## src/load_pkg.sv

```systemverilog
package load_pkg;

	// Load opcodes in selector order.
	typedef enum logic [2:0] {
		LB  = 3'd0,
		LH  = 3'd1,
		LWL = 3'd2,
		LW  = 3'd3,
		LBU = 3'd4,
		LHU = 3'd5,
		LWR = 3'd6
	} load_op_e;

	// One memory or register data word.
	typedef logic [31:0] word_t;

	// Destination register index.
	typedef logic [4:0] reg_idx_t;

	// Byte position inside a word, 0 is bits 7..0.
	typedef logic [1:0] byte_off_t;

	localparam int WORD_BYTES = 4;

endpackage
```

## src/load_entry_if.sv

```systemverilog
`timescale 1ns/1ps

interface load_entry_if;

	logic                 valid;
	logic                 ready;
	load_pkg::load_op_e   op;
	load_pkg::byte_off_t  offset;
	load_pkg::word_t      word;
	load_pkg::word_t      rt_old;
	load_pkg::reg_idx_t   dest;

	modport src (
		output valid,
		output op,
		output offset,
		output word,
		output rt_old,
		output dest,
		input  ready
	);

	modport sink (
		input  valid,
		input  op,
		input  offset,
		input  word,
		input  rt_old,
		input  dest,
		output ready
	);

endinterface

```

## src/load_issue.sv

```systemverilog
`timescale 1ns/1ps

module load_issue #(
	parameter int ADDR_WIDTH = 8
) (
	input  logic                  clk,
	input  logic                  rst_n,
	input  logic                  req_valid,
	output logic                  req_ready,
	input  load_pkg::load_op_e    req_op,
	input  logic [ADDR_WIDTH+1:0] req_addr,
	input  load_pkg::word_t       req_rt_old,
	input  load_pkg::reg_idx_t    req_dest,
	output logic                  rd_en,
	output logic [ADDR_WIDTH-1:0] rd_addr,
	input  load_pkg::word_t       rd_data,
	load_entry_if.src             ent
);

	logic                 valid_q;
	logic                 accept;
	load_pkg::load_op_e   op_q;
	load_pkg::byte_off_t  off_q;
	load_pkg::word_t      rt_old_q;
	load_pkg::reg_idx_t   dest_q;

	// Free when empty or when the held entry leaves this cycle.
	assign req_ready = !valid_q || ent.ready;
	assign accept    = req_valid && req_ready;

	assign rd_en   = accept;
	assign rd_addr = req_addr[ADDR_WIDTH+1:2];

	always_ff @(posedge clk or negedge rst_n) begin
		if (!rst_n) begin
			valid_q <= 1'b0;
		end else if (accept) begin
			valid_q <= 1'b1;
		end else if (ent.ready) begin
			valid_q <= 1'b0;
		end
	end

	always_ff @(posedge clk) begin
		if (accept) begin
			op_q     <= req_op;
			off_q    <= req_addr[1:0];
			rt_old_q <= req_rt_old;
			dest_q   <= req_dest;
		end
	end

	assign ent.valid  = valid_q;
	assign ent.op     = op_q;
	assign ent.offset = off_q;
	assign ent.rt_old = rt_old_q;
	assign ent.dest   = dest_q;
	// The RAM keeps the fetched word while no new read is enabled.
	assign ent.word   = rd_data;

	a_hold_stable: assert property (@(posedge clk) disable iff (!rst_n)
		ent.valid && !ent.ready |=>
			ent.valid && $stable({ent.op, ent.offset, ent.word, ent.rt_old, ent.dest}))
		else $error("load_issue entry changed while stalled");

endmodule

```

## src/flat_wrapper.sv

```systemverilog
// flat-port wrapper written by rule: the top's interface ports become plain ports
module load_issue_flat 
#(
	parameter int ADDR_WIDTH = 8
)
  (clk, rst_n, req_valid, req_ready, req_op, req_addr, req_rt_old, req_dest, rd_en, rd_addr, rd_data, ent_valid, ent_op, ent_offset, ent_word, ent_rt_old, ent_dest, ent_ready);
  load_entry_if ent_i ();
  input  logic clk;
  input  logic rst_n;
  input  logic req_valid;
  output logic req_ready;
  input  load_pkg::load_op_e req_op;
  input  logic [ADDR_WIDTH+1:0] req_addr;
  input  load_pkg::word_t req_rt_old;
  input  load_pkg::reg_idx_t req_dest;
  output logic rd_en;
  output logic [ADDR_WIDTH-1:0] rd_addr;
  input  load_pkg::word_t rd_data;
  output wire logic [$bits(ent_i.valid)-1:0] ent_valid;
  output wire logic [$bits(ent_i.op)-1:0] ent_op;
  output wire logic [$bits(ent_i.offset)-1:0] ent_offset;
  output wire logic [$bits(ent_i.word)-1:0] ent_word;
  output wire logic [$bits(ent_i.rt_old)-1:0] ent_rt_old;
  output wire logic [$bits(ent_i.dest)-1:0] ent_dest;
  input wire logic [$bits(ent_i.ready)-1:0] ent_ready;
  assign ent_valid = ent_i.valid;
  assign ent_op = ent_i.op;
  assign ent_offset = ent_i.offset;
  assign ent_word = ent_i.word;
  assign ent_rt_old = ent_i.rt_old;
  assign ent_dest = ent_i.dest;
  assign ent_i.ready = ent_ready;
  load_issue #(.ADDR_WIDTH(ADDR_WIDTH)) u_core (.clk(clk), .rst_n(rst_n), .req_valid(req_valid), .req_ready(req_ready), .req_op(req_op), .req_addr(req_addr), .req_rt_old(req_rt_old), .req_dest(req_dest), .rd_en(rd_en), .rd_addr(rd_addr), .rd_data(rd_data), .ent(ent_i));
endmodule
```

## config.mk

```make
export PLATFORM = sky130hd
export DESIGN_NAME = load_issue_flat
export DESIGN_NICKNAME = d
export VERILOG_FILES = /design/src/load_pkg.sv /design/src/load_entry_if.sv /design/src/load_issue.sv /design/src/flat_wrapper.sv
export SDC_FILE = /design/constraint.sdc
export NUM_CORES = 1
export LEC_CHECK = 0
export BUFFER_PORTS_ARGS = -buffer_cell sky130_fd_sc_hd__buf_2
export CORE_ASPECT_RATIO = 0.5
export CORE_UTILIZATION = 30
export DETAILED_ROUTE_END_ITERATION = 12
export PLACE_DENSITY = 0.71
export SLEW_MARGIN = 40
export SYNTH_ARGS = -nofsm -noshare
export SYNTH_HDL_FRONTEND = slang
export SYNTH_SLANG_ARGS = --single-unit
```

## constraint.sdc

```tcl
create_clock -name clk -period 1.8 [get_ports clk]
set_clock_uncertainty 0.2 [all_clocks]
set_input_delay 0 -clock clk [delete_from_list [all_inputs] [get_ports clk]]
set_output_delay 0 -clock clk [all_outputs]
set_load 0.01 [all_outputs]
```

# Word level (Yosys, flattened, before mapping)
# Index checks and enable logic that the tools add are counted.
[word_totals] ff_bits=43 in_bits=86
[op_classes] muxes=2 reduce_logical=4
[ops] cell="$mux 1" count=2
[ops] cell="$reduce_bool 2->1" count=1
[ops] cell="$logic_and 1x1->1" count=1
[ops] cell="$logic_not 1->1" count=1
[ops] cell="$logic_or 1x1->1" count=1

# Depth between registers and ports, before layout
[depth] depth_word=4 mapped_depth=2 ltp_nobuf=2

# Worst setup path before layout
# Ideal clock, no wire load.
[synth_timing] path_kind="reg2reg" from="register u_core.valid_q (netlist: u_core.ent.valid)" to="register u_core.dest_q[0] (netlist: u_core.ent.dest[0]) (enable)" setup_time_ns=0.361 arrival_time_ns=0.954 required_ns=1.239 path_slack_ns=0.285 stages_incl_launch_ff=3 path_cell_list="dfrtp_1 > nand2b_4 > and2_4"
[synth_via] elab_chain_len=3
[synth_rtl] item="start, declared" line_no="load_issue.sv:20" text="logic valid_q;"
[synth_rtl] item="start signal, assigned" line_no="load_issue.sv:36" text="valid_q <= 1'b0;"
[synth_rtl] item="start signal, assigned" line_no="load_issue.sv:38" text="valid_q <= 1'b1;"
[synth_rtl] item="start signal, assigned" line_no="load_issue.sv:40" text="valid_q <= 1'b0;"
[synth_rtl] item="$logic_not 1->1" line_no="load_issue.sv:28" text="assign req_ready = !valid_q || ent.ready;"
[synth_rtl] item="$logic_or 1x1->1" line_no="load_issue.sv:28"
[synth_rtl] item="named net req_ready" line_no="flat_wrapper.sv:11" text="output logic req_ready;"
[synth_rtl] item="$logic_and 1x1->1" line_no="load_issue.sv:29" text="assign accept = req_valid && req_ready;"
[synth_rtl] item="named net rd_en" line_no="flat_wrapper.sv:16" text="output logic rd_en;"
[synth_rtl] item="end signal, assigned" line_no="load_issue.sv:49" text="dest_q <= req_dest;"
[synth_rtl] item="end, declared" line_no="load_issue.sv:25" text="load_pkg::reg_idx_t dest_q;"
# The timed path passes the listed nets, and every way through them passes these cells.
# A chain may end at the register's enable or synchronous reset.

# Worst setup path in the final report
[layout_timing] from="register u_core.valid_q (netlist: u_core.ent.valid)" to="output rd_en"
[layout_via] elab_chain_len=3
[layout_rtl] item="$logic_not 1->1" line_no="load_issue.sv:28"
[layout_rtl] item="$logic_or 1x1->1" line_no="load_issue.sv:28"
[layout_rtl] item="$logic_and 1x1->1" line_no="load_issue.sv:29"
[layout_rtl] item="end, declared" line_no="flat_wrapper.sv:16"
# No other way between the ends.

==> impl_results.md <==
* Endpoints failing hold at 0
* Post-Syn Area at 0.00162 mm2
* FMAX at 624 MHz
* Sequential share of the synthesized area at 79.6%
* Clock transition at the registers of the reported paths at 0.08 ns
* Antenna Nets Post-Route at 0
* Core footprint at 0.00504 mm2
* Clk root buf: clkbuf_8
* Area added between synthesis and finish at 76.4%
* Net Sw Power at 0.000486 W
* Max VDD drop at 0.000373 V
* TritonCTS Buffers at 5
* Boundary Pins at 171
* Post-Layout Cell Count at 302
* Syn avg cell area at 18.8 um2
* Type of the most critical hold path: in2out
* Internal at 0.00178 W
* CTS tree: built
* Most frequent cells in the layout: 90 x buf_2, 86 x dlygate4sd3_1, 42 x edfxtp_1, 5 x clkbuf_8
* Via count at 1237
* # clock sinks at 43
* Clock Path Buffers at 2
* Met2 Resource Use GR at 33.9%
* Layout Nets at 317
* Most common cell after layout, fill and taps aside: buf_2
* Post-synthesis cell type count at 6
* Total track usage at 14.7%
* RSZ-0062 raised after global routing: false
* Leakage power at 1.21 nW
* Area share of the largest cell type after synthesis at 78.1%
* Post-synth top area cell: edfxtp_1
* Outcome: finished, final reports clean
* Syn Nets at 172
* CP endpoint kind: output port
* Die area at 0.00570 mm2
* Antenna violations before repair at 0
* #FFs+latches synth at 43
* CP required at 1.60 ns
* Critical Path Source Type: flop
* Seq pwr share at 52.1%
* Worst-Skew Late Latency at 0.29 ns
* Crit share post-route at 89.0%
* Power, Total at 0.00226 W
* Largest net degree at the start of global routing at 24
* Detailed-route DRC error count at 0
* Die X at 106 um
* Comb pwr share at 15.7%
* GR Layer Usage met3 at 3.75%
* RePlAce Congestion at 0.716
* Fillers at 399
* Chip Height at 53.9 um
* Wirelength per Cell at 14.6 um
* CP Class: reg2out
* WL final at 4410 um
* Critical path arrival at 1.40 ns
* Antenna Cells at 0
* Max-slew violation count at 0
* Yosys warns at 0
* Clock Power Share at 32.1%
* Vias in the first global route at 1241
* Row cnt at 18
* PostCTS Resize Cnt at 0
* Crit-path max FO at 20
* Initial Utilization at 32.0%
* Power Density at 794 mW/mm2
* GRT met1 Usage at 11.9%
* DR iter-0 viols at 35
* Layout cells sized above 1 at 43.5%
* Inst Count DP at 208
* Sequential cell area at 0.00129 mm2
* Slew headroom at 82.9%
* Setup TNS at 0 ns
* Top Usage Layer GRT: met2
* Gate Count Post-Synth at 86
* Via density at 4.10
* Remaining Overflow, GRT at 0
* Largest cells by area after synthesis: edfxtp_1 78%, buf_4 19%, dfrtp_1 1.5%
* Least-Margin Pin Slew at 0.256 ns
* Final Setup Violations at 0
* Final min period at 1.60 ns
* Area of the multi-input gates at 28.8 um2
* CTS H-tree lvls at 2
* Number of port buffers at 90
* Max-cap viol count at 0
* First-pass GRT wire length at 6000 um
* Drt pass-1 iters at 4
* Switching Fraction at 21.5%
-- cell families (layout without fill, tap and decap cells) --
kind of cell	after synthesis	after routing	share of synthesized area (%)
DFF	43	43	79.6
buffers and inverters	40	186	18.6
and+or+nand+nor	3	3	1.78
-- state kept, by name, indices dropped and copies added, names as in the netlist --
register / flops
u_core.ent.dest: 5
u_core.ent.offset: 2
u_core.ent.op: 3
u_core.ent.rt_old: 32
u_core.ent.valid: 1
-- final cells by class --
| type | instances | share of cell area [%] |
|---|---|---|
| clock inverter | 3 | 1.36 |
| tap | 70 | 3.07 |
| sequential | 43 | 45.1 |
| clock buffer | 5 | 2.42 |
| timing repair buffer | 178 | 47.0 |
| multi-input combinational | 3 | 1.01 |
-- routing by layer --
layer | wire length [um] | part of all wire (%)
met2 | 2720 | 62
met1 | 1330 | 30
met3 | 235 | 5.3
met5 | 0 | 0
met4 | 112 | 2.5
-- power by group through the flow --
stage / clock network [W] / logic (W) / registers (W)
6_report: 0.000727 / 0.000356 / 0.00118
5_1_grt: 0.000778 / 0.000379 / 0.00118
4_1_cts: 0.000730 / 0.000353 / 0.00118
3_5_place_dp: 0 / 0.000175 / 0.00120
3_3_place_gp: 0 / 0.000167 / 0.00120
2_1_floorplan: 0 / 0.000117 / 0.00123
-- timing repair --
item / in CTS / in global routing
hold buffers: 86 / 0
buffers inserted: 0 / 0
hold endpoints to repair: 84 / 0
endpoints found under the setup margin: 0 / 0
-- path summary, 6_finish.rpt --
path                                               from                        endpoint  slack, ns  depth (start not counted)
min reg2reg                u_core.ent.valid$_DFFE_PN0P_  u_core.ent.rt_old[6]$_DFFE_PP_       0.76                          3
max                        u_core.ent.valid$_DFFE_PN0P_                           rd_en       0.20                          4
min in group asynchronous                         rst_n    u_core.ent.valid$_DFFE_PN0P_       0.36                          3
max reg2reg                u_core.ent.valid$_DFFE_PN0P_  u_core.ent.rt_old[2]$_DFFE_PP_       0.35                          3
min                                           ent_ready                       req_ready       0.11                          3
max in group asynchronous                         rst_n    u_core.ent.valid$_DFFE_PN0P_       0.94                          3
-- critical path: stages (launching register included) --
cell	delay, ns
dfrtp_1	0.42
nand2b_4	0.09
and2_4	0.16
buf_4	0.27
buf_2	0.18
-- metrics by stage --
stage / hold WS [ns] / worst slack, ns / area, um2 / util (%)
after global placement: -0.424 / 0.413 / 1880 / 37.3
after global routing: 0.127 / 0.115 / 2850 / 56.5
after floorplan: -0.496 / 0.285 / 1620 / -
after detailed placement: -0.419 / 0.354 / 1880 / 37.3
after CTS: 0.112 / 0.179 / 2850 / 56.5
final: 0.111 / 0.198 / 2850 / 56.5
-- synth_stat cells, drive strengths merged --
cell     n
and2     1
buf     40
dfrtp    1
edfxtp  42
nand2b   2
No activity file was read; power rests on OpenSTA's default activity.
