**src/load_pkg.sv**
```systemverilog
package load_pkg;

	// Load opcodes in selector order.
	typedef enum logic [2:0] {
		LB  = 3'd0,
		LH  = 3'd1,
		LWL = 3'd2,
		LW  = 3'd3,
		LBU = 3'd4,
		LHU = 3'd5,
		LWR = 3'd6
	} load_op_e;

	// One memory or register data word.
	typedef logic [31:0] word_t;

	// Destination register index.
	typedef logic [4:0] reg_idx_t;

	// Byte position inside a word, 0 is bits 7..0.
	typedef logic [1:0] byte_off_t;

	localparam int WORD_BYTES = 4;

endpackage
```
**src/load_entry_if.sv**
```systemverilog
`timescale 1ns/1ps

interface load_entry_if;

	logic                 valid;
	logic                 ready;
	load_pkg::load_op_e   op;
	load_pkg::byte_off_t  offset;
	load_pkg::word_t      word;
	load_pkg::word_t      rt_old;
	load_pkg::reg_idx_t   dest;

	modport src (
		output valid,
		output op,
		output offset,
		output word,
		output rt_old,
		output dest,
		input  ready
	);

	modport sink (
		input  valid,
		input  op,
		input  offset,
		input  word,
		input  rt_old,
		input  dest,
		output ready
	);

endinterface

```
**src/load_fifo.sv**
```systemverilog
`timescale 1ns/1ps

module load_fifo #(
	parameter int FIFO_DEPTH = 4
) (
	input  logic       clk,
	input  logic       rst_n,
	load_entry_if.sink push,
	load_entry_if.src  pop
);

	localparam int PTR_W = $clog2(FIFO_DEPTH);
	localparam int CNT_W = $clog2(FIFO_DEPTH + 1);

	load_pkg::load_op_e   op_mem     [0:FIFO_DEPTH-1];
	load_pkg::byte_off_t  off_mem    [0:FIFO_DEPTH-1];
	load_pkg::word_t      word_mem   [0:FIFO_DEPTH-1];
	load_pkg::word_t      rt_old_mem [0:FIFO_DEPTH-1];
	load_pkg::reg_idx_t   dest_mem   [0:FIFO_DEPTH-1];

	logic [PTR_W-1:0] wr_ptr;
	logic [PTR_W-1:0] rd_ptr;
	logic [CNT_W-1:0] count;
	logic             full;
	logic             do_push;
	logic             do_pop;

	assign full    = (count == CNT_W'(FIFO_DEPTH));
	// A full buffer still takes an entry when the head leaves.
	assign push.ready = !full || pop.ready;
	assign pop.valid  = (count != '0);
	assign do_push = push.valid && push.ready;
	assign do_pop  = pop.valid && pop.ready;

	always_ff @(posedge clk or negedge rst_n) begin
		if (!rst_n) begin
			wr_ptr <= '0;
			rd_ptr <= '0;
			count  <= '0;
		end else begin
			if (do_push) begin
				wr_ptr <= (wr_ptr == PTR_W'(FIFO_DEPTH - 1)) ? '0 : wr_ptr + 1'b1;
			end
			if (do_pop) begin
				rd_ptr <= (rd_ptr == PTR_W'(FIFO_DEPTH - 1)) ? '0 : rd_ptr + 1'b1;
			end
			if (do_push && !do_pop) begin
				count <= count + 1'b1;
			end else if (do_pop && !do_push) begin
				count <= count - 1'b1;
			end
		end
	end

	always_ff @(posedge clk) begin
		if (do_push) begin
			op_mem[wr_ptr]     <= push.op;
			off_mem[wr_ptr]    <= push.offset;
			word_mem[wr_ptr]   <= push.word;
			rt_old_mem[wr_ptr] <= push.rt_old;
			dest_mem[wr_ptr]   <= push.dest;
		end
	end

	assign pop.op     = op_mem[rd_ptr];
	assign pop.offset = off_mem[rd_ptr];
	assign pop.word   = word_mem[rd_ptr];
	assign pop.rt_old = rt_old_mem[rd_ptr];
	assign pop.dest   = dest_mem[rd_ptr];

	a_count_bound: assert property (@(posedge clk) disable iff (!rst_n)
		count <= CNT_W'(FIFO_DEPTH))
		else $error("load_fifo count above depth");

endmodule

```
**src/flat_wrapper.sv**
```systemverilog
// flat-port wrapper written by rule: the top's interface ports become plain ports
module load_fifo_flat 
#(
	parameter int FIFO_DEPTH = 4
)
  (clk, rst_n, push_valid, push_op, push_offset, push_word, push_rt_old, push_dest, push_ready, pop_valid, pop_op, pop_offset, pop_word, pop_rt_old, pop_dest, pop_ready);
  load_entry_if push_i ();
  load_entry_if pop_i ();
  input  logic clk;
  input  logic rst_n;
  input wire logic [$bits(push_i.valid)-1:0] push_valid;
  input wire logic [$bits(push_i.op)-1:0] push_op;
  input wire logic [$bits(push_i.offset)-1:0] push_offset;
  input wire logic [$bits(push_i.word)-1:0] push_word;
  input wire logic [$bits(push_i.rt_old)-1:0] push_rt_old;
  input wire logic [$bits(push_i.dest)-1:0] push_dest;
  output wire logic [$bits(push_i.ready)-1:0] push_ready;
  output wire logic [$bits(pop_i.valid)-1:0] pop_valid;
  output wire logic [$bits(pop_i.op)-1:0] pop_op;
  output wire logic [$bits(pop_i.offset)-1:0] pop_offset;
  output wire logic [$bits(pop_i.word)-1:0] pop_word;
  output wire logic [$bits(pop_i.rt_old)-1:0] pop_rt_old;
  output wire logic [$bits(pop_i.dest)-1:0] pop_dest;
  input wire logic [$bits(pop_i.ready)-1:0] pop_ready;
  assign push_i.valid = push_valid;
  assign push_i.op = push_op;
  assign push_i.offset = push_offset;
  assign push_i.word = push_word;
  assign push_i.rt_old = push_rt_old;
  assign push_i.dest = push_dest;
  assign push_ready = push_i.ready;
  assign pop_valid = pop_i.valid;
  assign pop_op = pop_i.op;
  assign pop_offset = pop_i.offset;
  assign pop_word = pop_i.word;
  assign pop_rt_old = pop_i.rt_old;
  assign pop_dest = pop_i.dest;
  assign pop_i.ready = pop_ready;
  load_fifo #(.FIFO_DEPTH(FIFO_DEPTH)) u_core (.clk(clk), .rst_n(rst_n), .push(push_i), .pop(pop_i));
endmodule
```
**config.mk**
```make
export PLATFORM = sky130hd
export DESIGN_NAME = load_fifo_flat
export DESIGN_NICKNAME = d
export VERILOG_FILES = /design/src/load_pkg.sv /design/src/load_entry_if.sv /design/src/load_fifo.sv /design/src/flat_wrapper.sv
export SDC_FILE = /design/constraint.sdc
export NUM_CORES = 1
export LEC_CHECK = 0
export ABC_AREA = 1
export BUFFER_PORTS_ARGS = -buffer_cell sky130_fd_sc_hd__buf_2
export CORE_MARGIN = 2
export CORE_UTILIZATION = 40
export DETAILED_ROUTE_END_ITERATION = 12
export GPL_TIMING_DRIVEN = 0
export PLACE_DENSITY_LB_ADDON = 0.2
export SKIP_LAST_GASP = 1
export SLEW_MARGIN = 20
export SYNTH_ARGS = -nofsm -noshare
export SYNTH_HDL_FRONTEND = slang
export SYNTH_SLANG_ARGS = --single-unit
```
**constraint.sdc**
```tcl
create_clock -name clk -period 10.3 [get_ports clk]
set_input_delay 2.06 -clock clk [delete_from_list [all_inputs] [get_ports clk]]
set_output_delay 2.06 -clock clk [all_outputs]
set_load 0.05 [all_outputs]
```
**Yosys cells after proc, flatten, opt, wreduce, memory -nomap -nowiden**

Memory sizes are Yosys's and may differ from the RTL's.
Index checks and enable logic that the tools add are counted.

- Add/sub/neg operators: 4
- Equality and inequality tests: 3
- Multiplexer cells: 6
- Reduce and logical (&&, ||, !) cells: 10

Operator list:

| cell | count |
|---|---|
| 3-bit 2-to-1 mux | 2 |
| 2-bit by 1-bit adder with 2-bit output (second input constant) | 2 |
| 2-bit == test (second input constant) | 2 |
| 1-bit logical AND | 4 |
| 2-bit 2-to-1 mux | 2 |
| 3-bit by 1-bit adder with 3-bit output (second input constant) | 1 |
| 3-bit == test (second input constant) | 1 |
| 1-bit logical NOT | 3 |
| 3-bit nonzero test | 1 |
| 3-bit by 1-bit subtractor with 3-bit output (second input constant) | 1 |
| 1-bit 2-to-1 mux | 2 |
| 2-bit nonzero test | 1 |
| 1-bit logical OR | 1 |

- Register bits after elaboration: 7
- RAM bits: 296
- Logic and storage cells: 31
- Memories kept: 5

Memories:

| name | depth | bits a word | read ports | clocked after Yosys merged registers in | wr ports | line | text |
|---|---|---|---|---|---|---|---|
| u_core.rt_old_mem | 4 | 32 | 1 | 0 | 1 | load_fifo.sv:18 | `load_pkg::word_t rt_old_mem [0:FIFO_DEPTH-1];` |
| u_core.word_mem | 4 | 32 | 1 | 0 | 1 | load_fifo.sv:17 | `load_pkg::word_t word_mem [0:FIFO_DEPTH-1];` |
| u_core.dest_mem | 4 | 5 | 1 | 0 | 1 | load_fifo.sv:19 | `load_pkg::reg_idx_t dest_mem [0:FIFO_DEPTH-1];` |
| u_core.op_mem | 4 | 3 | 1 | 0 | 1 | load_fifo.sv:15 | `load_pkg::load_op_e op_mem [0:FIFO_DEPTH-1];` |
| u_core.off_mem | 4 | 2 | 1 | 0 | 1 | load_fifo.sv:16 | `load_pkg::byte_off_t off_mem [0:FIFO_DEPTH-1];` |

**Logic depth before layout (Yosys ltp)**

- Depth in word-level cells: 8
- Mapped depth: 13

**Least setup slack after synthesis**

Ideal clock, no wire load.

- Path kind: input port to flip-flop
- From: input port pop_ready
- To: memory u_core.dest_mem[0][0] in the netlist's numbering (enable)
- Arrival: 5863 ps
- Data required time: 9793 ps
- Path slack: 3930 ps
- Stages on the path: 4
- Cell sequence: nor2_1 -> nand2_1 -> nand2_1 -> nor2_1

- Cells in the longest elaborated chain, start to end: 4

RTL lines:

| what | line | text |
|---|---|---|
| from (decl) | flat_wrapper.sv:24 | `input wire logic [$bits(pop_i.ready)-1:0] pop_ready;` |
| 1-bit logical OR | load_fifo.sv:30 | `assign push.ready = !full \|\| pop.ready;` |
| via push_ready | flat_wrapper.sv:17 | `output wire logic [$bits(push_i.ready)-1:0] push_ready;` |
| 1-bit logical AND | load_fifo.sv:32 | `assign do_push = push.valid && push.ready;` |
| 1-bit 2-to-1 mux | load_fifo.sv:56 | `if (do_push) begin` |
| 1-bit 2-to-1 mux (not written as such) | load_fifo.sv:61 | `dest_mem[wr_ptr] <= push.dest;` |
| to (decl) | load_fifo.sv:19 |  |

The timed path passes the listed nets, and every way through them passes these cells.

**Worst setup path after layout**

- From: input port pop_ready
- To: output port push_ready

- Cells in the longest elaborated chain, start to end: 1

RTL lines:

| what | line |
|---|---|
| 1-bit logical OR | load_fifo.sv:30 |
| to (decl) | flat_wrapper.sv:17 |

No other way between the ends.

==> out/qor.yml <==
post_cts_resized: 0
syn_area_per_cell_um2: 13.2
gp_congestion: 0.718
die_w_um: 179
hold_violations: 0
fin_cells: 1535
synth-xor-area-share_pct: 0.0719
dp_hpwl_um: 17100
nNetsFinal: 1207
seq_area_mm2: 0.00906
layout-drive-gt1-share_pct: 22.9
tritoncts: "built"
dp_cells: 1479
grt_use_total_pct: 16.6
critPathBufInv: 2
post-route-util_pct: 49.3
rsz0062_at_grt: "false"
worst_pin_slew_ns: 0.627
cpMaxStageDelayCell: "buf_2"
area_delta_synth_final_pct: 20.6
drv_slew: 0
yosys.area_share.simple_pct: 5.65
ios: 154
synth_nets: 1008
synth_top_area_cell: "edfxtp_1"
fin_crit_sh_pct: 45.8
clk_pin_slew_worst_paths_ns: 0.06
finish.instance_area_mm2: 0.0147
status: "completed"
crit_fanout: 4
drv_cap: 0
htree_num_levels: 1
viasPerCell: 4.79
synth-compound-area-share_pct: 10.9
start_util_pct: 40.9
startpoint_type: "input pin"
synth.distinct_cells: 20
critPathTopFamily: "buffers and inverters"
power.density_mw_per_mm2: 336
port_buffers: 153
hold_class: "register to register"
holdBufCountCts: 0
fmax_ghz: 0.212
wl_per_cell_um: 17.3
dpl-instance-area_mm2: 0.0138
num_rows: 63
r2r-start: "u_core.count[2]$_DFFE_PN0P_"
fp.dieH_um: 179
post_cts_buffers: 0
final_cell_mix: "edfxtp_1 (296), buf_2 (170), nand2_1 (167)"
dr.pass1.iters: 5
vias: 7359
multi_input_area_mm2: 0.00215
synth_top_family_by_area: "compound AO/OA/AOI/OAI gates"
worstPathCellList: "buf_2 > nor2_1 > nand2_1 > buf_2"
finalWorstSetupSlack_ns: 5.59
worst_ep_arrival_time_ns: 2.65
power.leakage_nw: 5.89
syn_area_mm2: 0.0122
antenna_found_initial: 1
critPathCaptureType: "primary output"
timing.final.crit_period_ns: 4.71
ys_ff_latch: 303
ys_warn_count: 0
drc: 0
yosysSeqAreaShare_pct: 74.4
crit_type: "input pin to primary output"
tns_ns: 0
synth_fa_ha_area_share_pct: 0.781
grt_pass1_wl_um: 39700
drt_wl_total_um: 26500
cpPeakStageDelay_ns: 0.29
cts_sinks: 303
postRouteAntennaNets: 0
finalPower_mw: 4.94
dp_slack_ns: 5.60
critical_path.startpoint: "pop_ready"
ir_worst_vdd_v: 0.000192
setup-violations-final: 0
path_common_cell: "buf_2"
cts-root-buf: "clkbuf_16"
clk_latency_ns: 0.54
min_from: "u_core.count[2]$_DFFE_PN0P_"
hold_slack_ns: 0.488
core_mm2: 0.0298
slew_headroom_pct: 58.1
grt_pass1_vias: 7079
grt_max_degree: 24
synthCells: 923
final_common_cell: "edfxtp_1"
antenna_cells: 0
fill_cells: 2560
fin_skew_ns: 0.00807
clockBufferDepth: 3
synth.mux.area_fraction_pct: 0
synthTopCellsByArea: "edfxtp_1 (73%), nand2_1 (5.1%), inv_1 (4.9%), o211ai_1 (4.2%), a21oi_1 (3.0%)"
synth_top_area_share_pct: 73.0
crit_required_ns: 8.24
grt_overflow: 0
cts_made_buffers: 31
dieArea_mm2: 0.0319
drt-initial-drc-count: 515
-- final cells by class --
class	count	area share, %
clock inverters	19	0.937
flip-flops and latches	303	61.7
inverters	159	4.06
multi-input cells	411	14.6
clock buffers	37	5.43
repair buffers	166	7.19
plain buffers	50	2.74
well taps	390	3.32
-- sequential cells by signal (all words and copies together), names as in the netlist --
name	flops
u_core.count	3
u_core.off_mem	8
u_core.wr_ptr	2
u_core.word_mem	128
u_core.rt_old_mem	128
u_core.rd_ptr	2
u_core.dest_mem	20
u_core.op_mem	12
-- cells in the mapped netlist (all sizes together) --
master	number
fa	1
nor2	8
nand3	5
xnor2	1
nand4	1
nand2	167
ha	6
clkbuf	5
dfrtp	7
o21ai	74
o211ai	74
a21oi	74
edfxtp	296
inv	159
buf	45
-- logic make-up (layout without fill, tap and decap cells) --
group	count (synthesis)	after routing
flops	303	303
compound gates	222	222
buf+inv	209	431
simple gates	181	181
fa+ha+maj	7	7
xor+xnor	1	1
-- report_power, final --
group / switching [mW] / internal [mW] / total, mW
logic: 1.67 / 0.571 / 2.24
clock network: 0.435 / 0.596 / 1.03
registers: 0.0509 / 1.61 / 1.66
total: 2.16 / 2.78 / 4.94
-- layer usage --
layer | GRT usage, % | vias to the layer above | wire (um)
li1 | - | 3624 | -
met1 | 22.8 | 3532 | 11700
met2 | 27.8 | 172 | 13000
met3 | 2.79 | 29 | 1460
met4 | 3.59 | 2 | 382
met5 | 0 | - | 11
-- worst register-to-register path, delay by kind of cell, from the launching register on --
family	cells	cell delay, ns
buffers and inverters	3	0.59
flip-flops	1	0.38
AND/OR/NAND/NOR	4	1.05
-- path summary, 6_finish.rpt --
kind	end	slack, ns	cells past startpoint
max	push_ready	5.59	4
min	u_core.count[2]$_DFFE_PN0P_	0.49	2
max reg2reg	u_core.word_mem[2][29]$_DFFE_PP_	7.96	7
min reg2reg	u_core.count[2]$_DFFE_PN0P_	0.49	2
max in group asynchronous	u_core.rd_ptr[0]$_DFFE_PN0P_	8.80	1
min in group asynchronous	u_core.count[1]$_DFFE_PN0P_	1.34	1
Note: power is estimated with default switching activity, not from simulation.
