### src/load_pkg.sv
package load_pkg;

	// Load opcodes in selector order.
	typedef enum logic [2:0] {
		LB  = 3'd0,
		LH  = 3'd1,
		LWL = 3'd2,
		LW  = 3'd3,
		LBU = 3'd4,
		LHU = 3'd5,
		LWR = 3'd6
	} load_op_e;

	// One memory or register data word.
	typedef logic [31:0] word_t;

	// Destination register index.
	typedef logic [4:0] reg_idx_t;

	// Byte position inside a word, 0 is bits 7..0.
	typedef logic [1:0] byte_off_t;

	localparam int WORD_BYTES = 4;

endpackage
### src/load_entry_if.sv
`timescale 1ns/1ps

interface load_entry_if;

	logic                 valid;
	logic                 ready;
	load_pkg::load_op_e   op;
	load_pkg::byte_off_t  offset;
	load_pkg::word_t      word;
	load_pkg::word_t      rt_old;
	load_pkg::reg_idx_t   dest;

	modport src (
		output valid,
		output op,
		output offset,
		output word,
		output rt_old,
		output dest,
		input  ready
	);

	modport sink (
		input  valid,
		input  op,
		input  offset,
		input  word,
		input  rt_old,
		input  dest,
		output ready
	);

endinterface

### src/load_writeback.sv
`timescale 1ns/1ps

module load_writeback (
	load_entry_if.sink          ent,
	output logic                res_valid,
	input  logic                res_ready,
	output load_pkg::word_t     res_data,
	output load_pkg::reg_idx_t  res_dest
);

	load_pkg::word_t aligned;

	load_shifter u_shifter (
		.op     (ent.op),
		.offset (ent.offset),
		.word   (ent.word),
		.rt_old (ent.rt_old),
		.data   (aligned)
	);

	// The head leaves whenever the consumer takes the result.
	assign ent.ready = res_ready;

	assign res_valid = ent.valid;
	assign res_data  = aligned;
	assign res_dest  = ent.dest;

	// No clock reaches this stage, so the opcode check is deferred.
	always_comb begin
		a_op_defined: assert #0 (ent.valid !== 1'b1 || ent.op inside {
			load_pkg::LB,
			load_pkg::LH,
			load_pkg::LWL,
			load_pkg::LW,
			load_pkg::LBU,
			load_pkg::LHU,
			load_pkg::LWR
		})
			else $error("load_writeback head holds an undefined opcode");
	end

endmodule

### src/load_shifter.sv
`timescale 1ns/1ps

module load_shifter (
	input  load_pkg::load_op_e   op,
	input  load_pkg::byte_off_t  offset,
	input  load_pkg::word_t      word,
	input  load_pkg::word_t      rt_old,
	output load_pkg::word_t      data
);

	load_pkg::byte_off_t  inv_off;
	load_pkg::word_t      byte_down;
	load_pkg::word_t      half_down;
	load_pkg::word_t      merge_src;
	load_pkg::word_t      lane_bits;
	load_pkg::word_t      merged;
	logic [3:0]           lane_mask;

	assign inv_off = 2'd3 - offset;

	// Addressed byte or halfword moved down to bit 0.
	assign byte_down = word >> {offset, 3'b000};
	assign half_down = word >> {offset[1], 4'b0000};

	// LWL fills from the top, LWR from the bottom.
	always_comb begin
		lane_mask = 4'b0000;
		merge_src = word;
		if (op == load_pkg::LWL) begin
			lane_mask = 4'b1111 << inv_off;
			merge_src = word << {inv_off, 3'b000};
		end else if (op == load_pkg::LWR) begin
			lane_mask = 4'b1111 >> offset;
			merge_src = word >> {offset, 3'b000};
		end
	end

	always_comb begin
		for (int i = 0; i < load_pkg::WORD_BYTES; i++) begin
			lane_bits[8*i +: 8] = {8{lane_mask[i]}};
		end
	end

	// Lanes outside the mask keep the old register bytes.
	assign merged = (merge_src & lane_bits) | (rt_old & ~lane_bits);

	always_comb begin
		case (op)
			load_pkg::LB: begin
				data = {{24{byte_down[7]}}, byte_down[7:0]};
			end
			load_pkg::LBU: begin
				data = {24'h000000, byte_down[7:0]};
			end
			load_pkg::LH: begin
				data = {{16{half_down[15]}}, half_down[15:0]};
			end
			load_pkg::LHU: begin
				data = {16'h0000, half_down[15:0]};
			end
			load_pkg::LWL, load_pkg::LWR: begin
				data = merged;
			end
			default: begin
				data = word;
			end
		endcase
	end

endmodule

### src/flat_wrapper.sv
// flat-port wrapper written by rule: the top's interface ports become plain ports
module load_writeback_flat 
  (res_valid, res_ready, res_data, res_dest, ent_valid, ent_op, ent_offset, ent_word, ent_rt_old, ent_dest, ent_ready);
  load_entry_if ent_i ();
  output logic res_valid;
  input  logic res_ready;
  output load_pkg::word_t res_data;
  output load_pkg::reg_idx_t res_dest;
  input wire logic [$bits(ent_i.valid)-1:0] ent_valid;
  input wire logic [$bits(ent_i.op)-1:0] ent_op;
  input wire logic [$bits(ent_i.offset)-1:0] ent_offset;
  input wire logic [$bits(ent_i.word)-1:0] ent_word;
  input wire logic [$bits(ent_i.rt_old)-1:0] ent_rt_old;
  input wire logic [$bits(ent_i.dest)-1:0] ent_dest;
  output wire logic [$bits(ent_i.ready)-1:0] ent_ready;
  assign ent_i.valid = ent_valid;
  assign ent_i.op = ent_op;
  assign ent_i.offset = ent_offset;
  assign ent_i.word = ent_word;
  assign ent_i.rt_old = ent_rt_old;
  assign ent_i.dest = ent_dest;
  assign ent_ready = ent_i.ready;
  load_writeback u_core (.ent(ent_i), .res_valid(res_valid), .res_ready(res_ready), .res_data(res_data), .res_dest(res_dest));
endmodule
### config.mk
export PLATFORM = sky130hd
export DESIGN_NAME = load_writeback_flat
export DESIGN_NICKNAME = d
export VERILOG_FILES = /design/src/load_pkg.sv /design/src/load_entry_if.sv /design/src/load_writeback.sv /design/src/load_shifter.sv /design/src/flat_wrapper.sv
export SDC_FILE = /design/constraint.sdc
export NUM_CORES = 1
export LEC_CHECK = 0
export ABC_AREA = 0
export BUFFER_PORTS_ARGS = -buffer_cell sky130_fd_sc_hd__buf_2
export CAP_MARGIN = 0
export CORE_ASPECT_RATIO = 1.2
export CORE_MARGIN = 8
export CORE_UTILIZATION = 45
export DETAILED_ROUTE_END_ITERATION = 8
export PLACE_DENSITY = 0.83
export RECOVER_POWER = 50
export SETUP_SLACK_MARGIN = 0.5
export SLEW_MARGIN = 30
export SYNTH_ARGS = -nofsm -noshare
export SYNTH_HDL_FRONTEND = slang
export SYNTH_SLANG_ARGS = --single-unit
### constraint.sdc
create_clock -name vclk -period 2.2
set_input_delay 0.33 -clock vclk [all_inputs]
set_output_delay 0.33 -clock vclk [all_outputs]
set_load 0.01 [all_outputs]
Word level (Yosys, flattened, before mapping)
Index checks and enable logic that the tools add are counted.

Flip-flop bits (word level): 0. Bits of input ports: 76. Output and inout port bits: 39. Logic and storage cells: 22.

$add $sub $neg: 1. Eq/ne operators: 5. Shift operators: 5. Multiplexer cells: 5. Bitwise gates (word level): 4. Reductions and logical operators: 2.

Operators with widths (number): 32-bit one-hot mux with 5 select lines (1); 32-bit AND (2); 32-bit 2-to-1 mux (2); 32-bit inverter (1); 32-bit bitwise OR (1); 32-bit by 5-bit << shifter with 32-bit output (1); 32-bit by 5-bit >> shifter with 16-bit output (1); 32-bit by 5-bit >> shifter with 32-bit output (1); 3-bit equality test (second input constant) (3); 4-bit 2-to-1 mux (2); 4-bit by 2-bit << shifter with 4-bit output (first input constant) (1); 4-bit by 2-bit >> shifter with 4-bit output (first input constant) (1); 3-bit by 1-bit equality test with 1-bit output (second input constant) (1); 3-bit by 2-bit equality test with 1-bit output (second input constant) (1); 3-bit logical NOT (1); 2-bit OR reduction (1); 2-bit subtractor (first input constant) (1).

Longest topological paths before layout
Gate-level depths: netlist (run 1).

Depth after elaboration: 7. Gate-level depth with buffers: 7. Gate-level depth less buffers: 4.

Hierarchy
From an unflattened synthesis (run 1), not the netlist that was laid out.

Cells, all modules: 322. Area, all modules: 2094.5 µm².

By module, submodules not included: load_shifter (instances 1, cells an instance 315, area an instance 2042.0 µm², seq. area each 0.0 µm²); load_writeback (instances 1, cells an instance 7, area an instance 52.6 µm², seq. area each 0.0 µm²).

Least setup slack after synthesis (run 1)
Ideal clock, no wire load.

Kind: input to output. From: input port ent_op[0]. To: output port res_data[10]. Arrival time: 1577 ps. Required time: 1870 ps. Path slack: 293 ps. Cell stages on the path: 6. Path buffers: 3. Path through: clkbuf_1 > buf_2 > nor2_1 > clkbuf_1 > o221ai_1 > o21ai_0.

Word-level cells in the longest chain between the ends: 7. Elaborated cells on any way between the ends: 16. Classes of those cells: 5 x eq/ne; 5 x mux; 4 x bitwise; 2 x reduce/logical.

Ends and longest elaborated chain: from (decl) (line flat_wrapper.sv:10) `input wire logic [$bits(ent_i.op)-1:0] ent_op;`; 3-bit equality test (line load_shifter.sv:32, load_shifter.sv:48); 4-bit 2-to-1 mux (line load_shifter.sv:32) `end else if (op == load_pkg::LWR) begin`; 4-bit 2-to-1 mux (line load_shifter.sv:29) `if (op == load_pkg::LWL) begin`; 32-bit inverter (line load_shifter.sv:45) `assign merged = (merge_src & lane_bits) | (rt_old & ~lane_bits);`; 32-bit AND (line load_shifter.sv:45); 32-bit bitwise OR (line load_shifter.sv:45); 32-bit one-hot mux with 5 select lines (*) (line load_shifter.sv:48) `case (op)`; to (decl) (line flat_wrapper.sv:7) `output load_pkg::word_t res_data;`.

Mark *: on every way between the ends. The rest lies on a longest branch, timed or not.

Final worst setup path (run 1)
From: input port ent_offset[1]. To: output port res_data[29].

Word-level cells in the longest chain between the ends: 7. Elaborated cells on any way between the ends: 15. Classes of those cells: 1 x add/sub; 5 x shift; 5 x mux; 4 x bitwise.

Ends and longest elaborated chain: from (decl) (line flat_wrapper.sv:11) `input wire logic [$bits(ent_i.offset)-1:0] ent_offset;`; branches (longest 6 deep; another with 2-bit subtractor); 32-bit one-hot mux with 5 select lines (*) (line load_shifter.sv:48).

Mark *: on every way between the ends.

==> flow_summary.yaml, run 1 <==
finish:
  layout-drive-gt1-share_pct: 52.5
  area_growth_syn_to_layout_pct: 62.2
  final_nets: 545
  seq_cells: 0
  seq_area_um2: 0
  nClkBuffers: 0
  antennaDiodeCount: 0
  design_area_mm2: 0.00368
  fillers: 343
die:
  core_mm2: 0.00490
  die_width_um: 80.9
  die_h_um: 93.8
  dieArea_mm2: 0.00759
  num_rows: 28
  initial_core_util_pct: 46.3
  ios: 115
outcome:
  violations: "design-rule violations, negative setup slack"
  status: "finished, violations left"
power_and_ir_drop:
  leakage_uw: 0.00172
  power.density_mw_per_mm2: 259
  ir_drop_mv: 0.138
cts:
  postCtsHoldBufs: 0
setup_path:
  startpoint_type: "primary input"
  crit_required_ns: 1.87
  critPathMaxStageDelay_ns: 0.43
  critPathCaptureType: "output port"
  crit_top_cell: "buf_12"
  slowest_stage: "mux2i_1"
  crit_path_max_fanout: 8
  path_class: "in2out"
  critPathLaunch: "ent_offset[1]"
  path_cells: "buf_8 > buf_12 > mux2i_1 > o21ai_1 > a21oi_4 > buf_6 > buf_12 > o22ai_2 > buf_2"
  arrival_ns: 1.89
synth:
  synth_cells: 332
  netlist-cell-type-count: 42
  syn_nets: 408
  avgSynthCellArea_um2: 6.84
  yosysWarnings: 0
  syn_area_mm2: 0.00227
  yosysSeqAreaShare_pct: 0
timing:
  timing.fmax_mhz: 451
  grt_setup_unrepaired: "yes"
  finalHoldViolCount: 0
  timing.final.crit_share_pct: 101
  drv_slew: 0
  tightestPinTransition_ns: 0.457
  setup_viol: 7
  tns_ns: -0.0645
  setup_ws_ns: -0.0162
  slew_headroom_pct: 68.7
  period_minus_slack_ns: 2.22
placement:
  portBuffers: 101
  dp_hpwl_um: 7380
  gp_congestion: 0.964
  placed_area_mm2: 0.00301
routing:
  num_vias: 3731
  drtAntennaViolNets: 0
  firstDrtPassIters: 7
  viasPerCell: 7.08
  drt_iter0_markers: 535
  wl_per_cell_um: 23.0
  totalWireLength_um: 12100
  drc: 1
run:
  drv_cap: 0
min_path:
  hp-start: "res_ready"
  hold_class: "in2out"
global_routing:
  antenna_found_initial: 0
  grt_pass1_wl_um: 17600
  groute.usage.overall_pct: 28.2
  overflow: 0
  grt_pass1_vias: 3512
  grt_max_degree: 21
-- logic make-up after synthesis --
family | share of synthesized area (%)
AOI/OAI and AO/OA | 38.2
buffers and inverters | 10.2
muxes | 31.6
and+or+nand+nor | 19.9
-- critical path: cells and delay by family --
family,cells,cell delay (ns)
multiplexers,1,0.43
AO/OA/AOI/OAI,3,0.51
buffers and inverters,5,0.60
-- cell usage after synthesis, types with 6 or more instances --
| library cell | n | area share, % |
|---|---|---|
| o221ai_1 | 8 | 3.1 |
| o22ai_1 | 31 | 8.5 |
| nor2_1 | 32 | 5.3 |
| buf_4 | 9 | 3.0 |
| a21oi_1 | 19 | 4.2 |
| nand2_1 | 39 | 6.4 |
| mux2_2 | 32 | 16 |
| buf_2 | 12 | 2.6 |
| o21ai_0 | 25 | 5.5 |
| and2_1 | 6 | 1.7 |
| mux2i_1 | 20 | 8.8 |
| nand3_1 | 6 | 1.3 |
| mux4_2 | 7 | 6.9 |
| clkbuf_1 | 15 | 2.5 |
-- cells in the final DEF (no fill, tap or decap), types with 3 or more instances in the layout --
| cell type | n |
|---|---|
| a211o_1 | 3 |
| a21oi_1 | 19 |
| a22oi_1 | 3 |
| a31o_2 | 5 |
| a32oi_1 | 3 |
| and2_1 | 5 |
| buf_12 | 7 |
| buf_16 | 4 |
| buf_2 | 94 |
| buf_4 | 51 |
| buf_6 | 11 |
| buf_8 | 4 |
| inv_1 | 4 |
| mux2_2 | 23 |
| mux2_4 | 8 |
| mux2i_1 | 19 |
| mux4_2 | 7 |
| nand2_1 | 37 |
| nand2b_1 | 4 |
| nand3_1 | 6 |
| nand3b_1 | 3 |
| nor2_1 | 31 |
| nor2b_1 | 4 |
| o211ai_1 | 3 |
| o21ai_0 | 13 |
| o21ai_1 | 12 |
| o21bai_1 | 5 |
| o221ai_1 | 7 |
| o22a_1 | 5 |
| o22ai_1 | 19 |
| o22ai_2 | 12 |
| o311a_1 | 3 |
-- power breakdown --
group,switching (uW),internal (uW)
clock,0,0
sequential,0,0
combinational,478,477
-- timing repair --
action,in CTS,in global routing
gates cloned,5,1
pin swaps,6,13
endpoints found under the setup margin,32,32
gates resized for setup,45,32
setup buffers,18,10
-- per-stage QoR --
stage | worst slack, ns | power [uW] | utilization (%) | cells | hold slack [ns]
final | -0.0162 | 955 | 75.1 | 527 | 0.660
after global routing | -0.108 | 1000 | 75.1 | 527 | 0.660
after CTS | 0.0651 | 854 | 70.8 | 516 | 0.660
after detailed placement | 0.0275 | 733 | 61.4 | 493 | 0.660
after global placement | 0.0662 | 720 | 61.4 | 493 | 0.660
after floorplan | 0.303 | 451 | - | 332 | 0.752
-- metal layers --
layer	track usage, %	part of all wire (%)
met1	34.3	35
met2	46.5	46
met3	5.36	13
met4	12.4	6.4
met5	0	0
-- worst paths after layout --
kind / endpoint / slack [ns] / cells after the start
worst max-delay path: res_data[29] / -0.02 / 9
worst min-delay path: ent_ready / 0.66 / 0
-- cell type report --
type | count | area (um2) | area share [%]
Tap cell | 60 | 75.1 | 2.04
Timing Repair Buffer | 175 | 1380 | 37.5
Multi-Input combinational cell | 287 | 2210 | 59.9
Inverter | 5 | 22.5 | 0.611
No activity file was read; power rests on OpenSTA's default activity.
==> run 2, diff against run 1 <==
CORE_MARGIN = 2   (was 8)
CORE_UTILIZATION = 44   (was 45)
PLACE_DENSITY = 0.85   (was 0.83)
REMOVE_ABC_BUFFERS = 1   (was not set)
clock period = 1.9 ns   (was 2.2 ns; I/O delays follow)
==> run 2 against run 1 <==
The run still ends with design-rule violations, negative setup slack left. First-iteration DRC count rose by 100%. Worst setup slack got worse by 0.19 ns. Combinational power rose by 27%. Via count rose by 13%. Largest cell class unchanged. Worst hold slack got worse by 0.090 ns. Sequential share of layout area did not move. Sequential cell count did not move. Global-route usage rose by 14 points.
==> flow_summary.yaml, run 2 (synthesis gave the netlist of run 1 again) <==
outcome:
  status: "finished, violations left"
  violations: "design-rule violations, negative setup slack"
finish:
  area_growth_syn_to_layout_pct: 68.8
  antennaDiodeCount: 0
  nClkBuffers: 0
  seq_cells: 0
  final_cell_mix: "96 x buf_2, 58 x buf_4, 37 x nand2_1"
  layout-drive-gt1-share_pct: 55.9
  mostFrequentLayoutCell: "buf_2"
  seq_area_um2: 0
  final_nets: 557
setup_path:
  crit_top_cell: "buf_4"
  arrival_ns: 1.82
  crit_path_max_fanout: 4
  critPathTopFamily: "buffers and inverters"
  crit_buf_inv: 5
  startpoint_type: "primary input"
  slowest_stage: "nor3_1"
  path_class: "in2out"
  critPathCaptureType: "output port"
  path_cells: "buf_12 > buf_4 > mux2i_1 > buf_4 > nor3_1 > buf_4 > nor2_1 > o22ai_1 > buf_2"
  critPathMaxStageDelay_ns: 0.27
  crit_required_ns: 1.62
placement:
  portBuffers: 101
  dp_hpwl_um: 7210
  gp_congestion: 0.963
die:
  ios: 115
  die_width_um: 69.6
  die_h_um: 82.7
  initial_core_util_pct: 46.0
  core_mm2: 0.00494
  dieArea_mm2: 0.00576
  num_rows: 28
power_and_ir_drop:
  power.total_uw: 1210
  ir_drop_mv: 0.134
  power.density_mw_per_mm2: 315
  leakage_uw: 0.00180
routing:
  num_vias: 4207
  firstDrtPassIters: 9
  wl_per_cell_um: 27.0
  drc: 1
  viasPerCell: 7.81
  drt_iter0_markers: 1078
  totalWireLength_um: 14500
  drtAntennaViolNets: 0
timing:
  setup_ws_ns: -0.208
  tns_ns: -3.19
  setup_viol: 32
  grt_setup_unrepaired: "yes"
  period_minus_slack_ns: 2.11
  timing.final.crit_share_pct: 111
  slew_headroom_pct: 64.8
  timing.fmax_mhz: 474
  finalHoldViolCount: 0
  tightestPinTransition_ns: 0.527
  drv_slew: 0
global_routing:
  overflow: 0
  groute.usage.overall_pct: 42.2
  grt_pass1_wl_um: 19400
  antenna_found_initial: 0
  grt_pass1_vias: 3867
  grt_max_degree: 26
run:
  drv_cap: 0
min_path:
  hold_class: "in2out"
## run 2: final cells by class
| type | instances | area (um2) |
|---|---|---|
| fillers | 259 | 1100 |
| inverters | 5 | 22.5 |
| multi-input cells | 287 | 2260 |
| well taps | 60 | 75.1 |
| repair buffers | 187 | 1480 |
## run 2: per-stage QoR
stage / hold WS, ns / cells / setup slack, ns / area (um2) / utilization (%)
3_5_place_dp: 0.570 / 514 / -0.192 / 3150 / 63.7
2_1_floorplan: 0.570 / 292 / 0.0650 / 2060 / -
3_3_place_gp: 0.570 / 514 / -0.155 / 3150 / 63.7
6_report: 0.570 / 539 / -0.208 / 3840 / 77.7
5_1_grt: 0.570 / 539 / -0.175 / 3840 / 77.7
4_1_cts: 0.570 / 535 / -0.0755 / 3620 / 73.2
## run 2: metal layers
| layer | track usage [%] | wire length, um |
|---|---|---|
| met4 | 33.5 | 1630 |
| met1 | 48.6 | 4530 |
| met2 | 68.0 | 6050 |
| met3 | 9.95 | 2330 |
| met5 | 0 | 0 |
## run 2: power breakdown
part | switching [uW] | internal [uW] | leakage [uW]
logic | 631 | 576 | 0.00180
registers | 0 | 0 | 0
clock network | 0 | 0 | 0
total | 631 | 576 | 0.00180
## run 2: path summary, 6_finish.rpt
check | start | end | slack (ns) | cells past startpoint
worst max-delay path | ent_offset[1] | res_data[27] | -0.21 | 9
worst min-delay path | ent_dest[0] | res_dest[0] | 0.57 | 0
## run 2: repair_timing
item | in CTS | in global routing
endpoints found under the hold margin | 0 | 0
hold buffers | 0 | 0
pin swaps | 18 | 16
setup buffers | 17 | 3
cloned | 4 | 1
gates resized for setup | 67 | 36
setup endpoints to repair | 32 | 32
==> run 3, diff against run 2 <==
CORE_MARGIN = not set   (was 2)
CORE_UTILIZATION = 40   (was 44)
PLACE_DENSITY = 0.78   (was 0.85)
==> run 3 against run 2 <==
The flow still finishes with violations (design-rule violations, negative setup slack). Core utilization is 13 points lower. Critical path depth is 3 lower. Wire length is 32% lower. Worst setup slack better by 0.088 ns. Power is 17% lower. Sequential cell count stayed put. Largest cell class unchanged. Highest routed layer unchanged.
==> flow_summary.yaml, run 3 (synthesis gave the netlist of run 1 again) <==
outcome:
  status: "finished, violations left"
  violations: "design-rule violations, negative setup slack"
routing:
  viasPerCell: 6.37
  firstDrtPassIters: 9
  drc: 2
  drt_iter0_markers: 367
  drtAntennaViolNets: 0
  totalWireLength_um: 9890
  wl_per_cell_um: 18.9
  num_vias: 3338
setup_path:
  critPathMaxStageDelay_ns: 0.51
  slowest_stage: "mux4_2"
  critPathCaptureType: "output port"
  arrival_ns: 1.74
  crit_path_max_fanout: 3
  path_class: "in2out"
  startpoint_type: "primary input"
  path_cells: "buf_8 > mux4_2 > and3b_2 > a311o_1 > a21o_1 > buf_2"
  crit_required_ns: 1.62
min_path:
  min_path_cells: 0
  hp-start: "ent_dest[0]"
  hold_class: "in2out"
  hold-path-endpoint: "res_dest[0]"
placement:
  dp_hpwl_um: 7160
  gp_congestion: 0.914
  place_inst: 518
  portBuffers: 101
power_and_ir_drop:
  ir_drop_mv: 0.107
  p_switching_uw: 498
  clockPowerShare_pct: 0
  internal_power_uw: 502
  swShare_pct: 49.8
  power.combinational.fraction_pct: 100.0
  leakage_uw: 0.00161
  seqPwrFrac_pct: 0
  power.density_mw_per_mm2: 289
timing:
  fin_hold_ws_ns: 0.570
  drv_slew: 0
  tightestPinTransition_ns: 0.512
  timing.final.crit_share_pct: 106
  period_minus_slack_ns: 2.02
  timing.fmax_mhz: 495
  setup_ws_ns: -0.120
  slew_headroom_pct: 65.8
  finalHoldViolCount: 0
  setup_viol: 22
  tns_ns: -1.40
  grt_setup_unrepaired: "yes"
finish:
  seq_area_um2: 0
  layout-drive-gt1-share_pct: 51.3
  nClkBuffers: 0
  finalNonFillerCells: 524
  final_nets: 540
  mostFrequentLayoutCell: "buf_2"
  area_growth_syn_to_layout_pct: 52.4
  seq_cells: 0
  final_cell_mix: "97 x buf_2, 52 x buf_4, 38 x nand2_1"
  antennaDiodeCount: 0
global_routing:
  overflow: 0
  grt_pass1_vias: 3196
  grt_pass1_wl_um: 15500
  grt_max_degree: 19
  groute.usage.overall_pct: 31.5
  antenna_found_initial: 0
die:
  die_width_um: 70.8
  num_rows: 29
  initial_core_util_pct: 42.3
  core_mm2: 0.00537
  ios: 115
  die_h_um: 84.6
  dieArea_mm2: 0.00599
run:
  drv_cap: 0
cts:
  postCtsHoldBufs: 0
[run 3: changes by cell type in the layout (fill, tap and decap cells not counted), moves of 3 or more]
cell,delta
mux2_2,+5
mux2_4,-5
buf_6,-3
o221ai_1,+6
o221ai_2,-6
buf_4,-6
o21ai_1,-4
bufbuf_16,-3
buf_8,-3
o21ai_0,+5
[run 3: layout make-up]
class              instances  area, um2
well taps                 62       77.6
fillers                  471       1910
repair buffers           170       1200
inverters                  5       22.5
multi-input cells        287       2160
[run 3: power groups by stage]
stage	sequential [uW]	clock (uW)	combinational, uW
after detailed placement	0	0	873
final	0	0	1000
after CTS	0	0	938
after global routing	0	0	1060
after floorplan	0	0	419
after global placement	0	0	856
[run 3: repair_timing]
item | in CTS | in global routing
gates resized for setup | 50 | 19
buffers inserted | 2 | 3
pin swaps | 7 | 3
cloned | 1 | 0
setup endpoints to repair | 32 | 32
[run 3: how the worst max path moves through the flow]
stage	start	cells past startpoint	to	slack (ns)
after floorplan	ent_offset[1]	4	res_data[20]	0.06
after global placement	ent_offset[0]	6	res_data[4]	-0.15
after detailed placement	ent_offset[0]	7	res_data[22]	-0.17
after CTS	ent_offset[1]	6	res_data[15]	-0.11
after global routing	ent_offset[1]	8	res_data[17]	-0.12
final	ent_offset[1]	6	res_data[15]	-0.12
[run 3: metrics by stage]
step / worst slack (ns) / util [%] / total power (uW) / area, um2
2_1_floorplan: 0.0650 / - / 419 / 2060
3_3_place_gp: -0.146 / 58.7 / 856 / 3150
3_5_place_dp: -0.166 / 58.7 / 873 / 3150
4_1_cts: -0.106 / 62.6 / 938 / 3360
5_1_grt: -0.123 / 64.5 / 1060 / 3460
6_report: -0.120 / 64.5 / 1000 / 3460
[run 3: worst max-delay path: cells and delay by family]
kind / cells / cell delay [ns]
compound gates: 2 / 0.46
buf+inv: 2 / 0.22
mux: 1 / 0.51
simple gates: 1 / 0.26
[run 3: metal layers]
metal | vias to the layer above | share of wire, % | wire length (um) | track usage (%)
li1 | 1530 | - | - | -
met1 | 1546 | 40 | 3920 | 39.1
met2 | 221 | 48 | 4730 | 54.0
met3 | 41 | 8.8 | 875 | 3.48
met4 | 0 | 3.7 | 363 | 14.5
met5 | - | 0 | 0 | 0
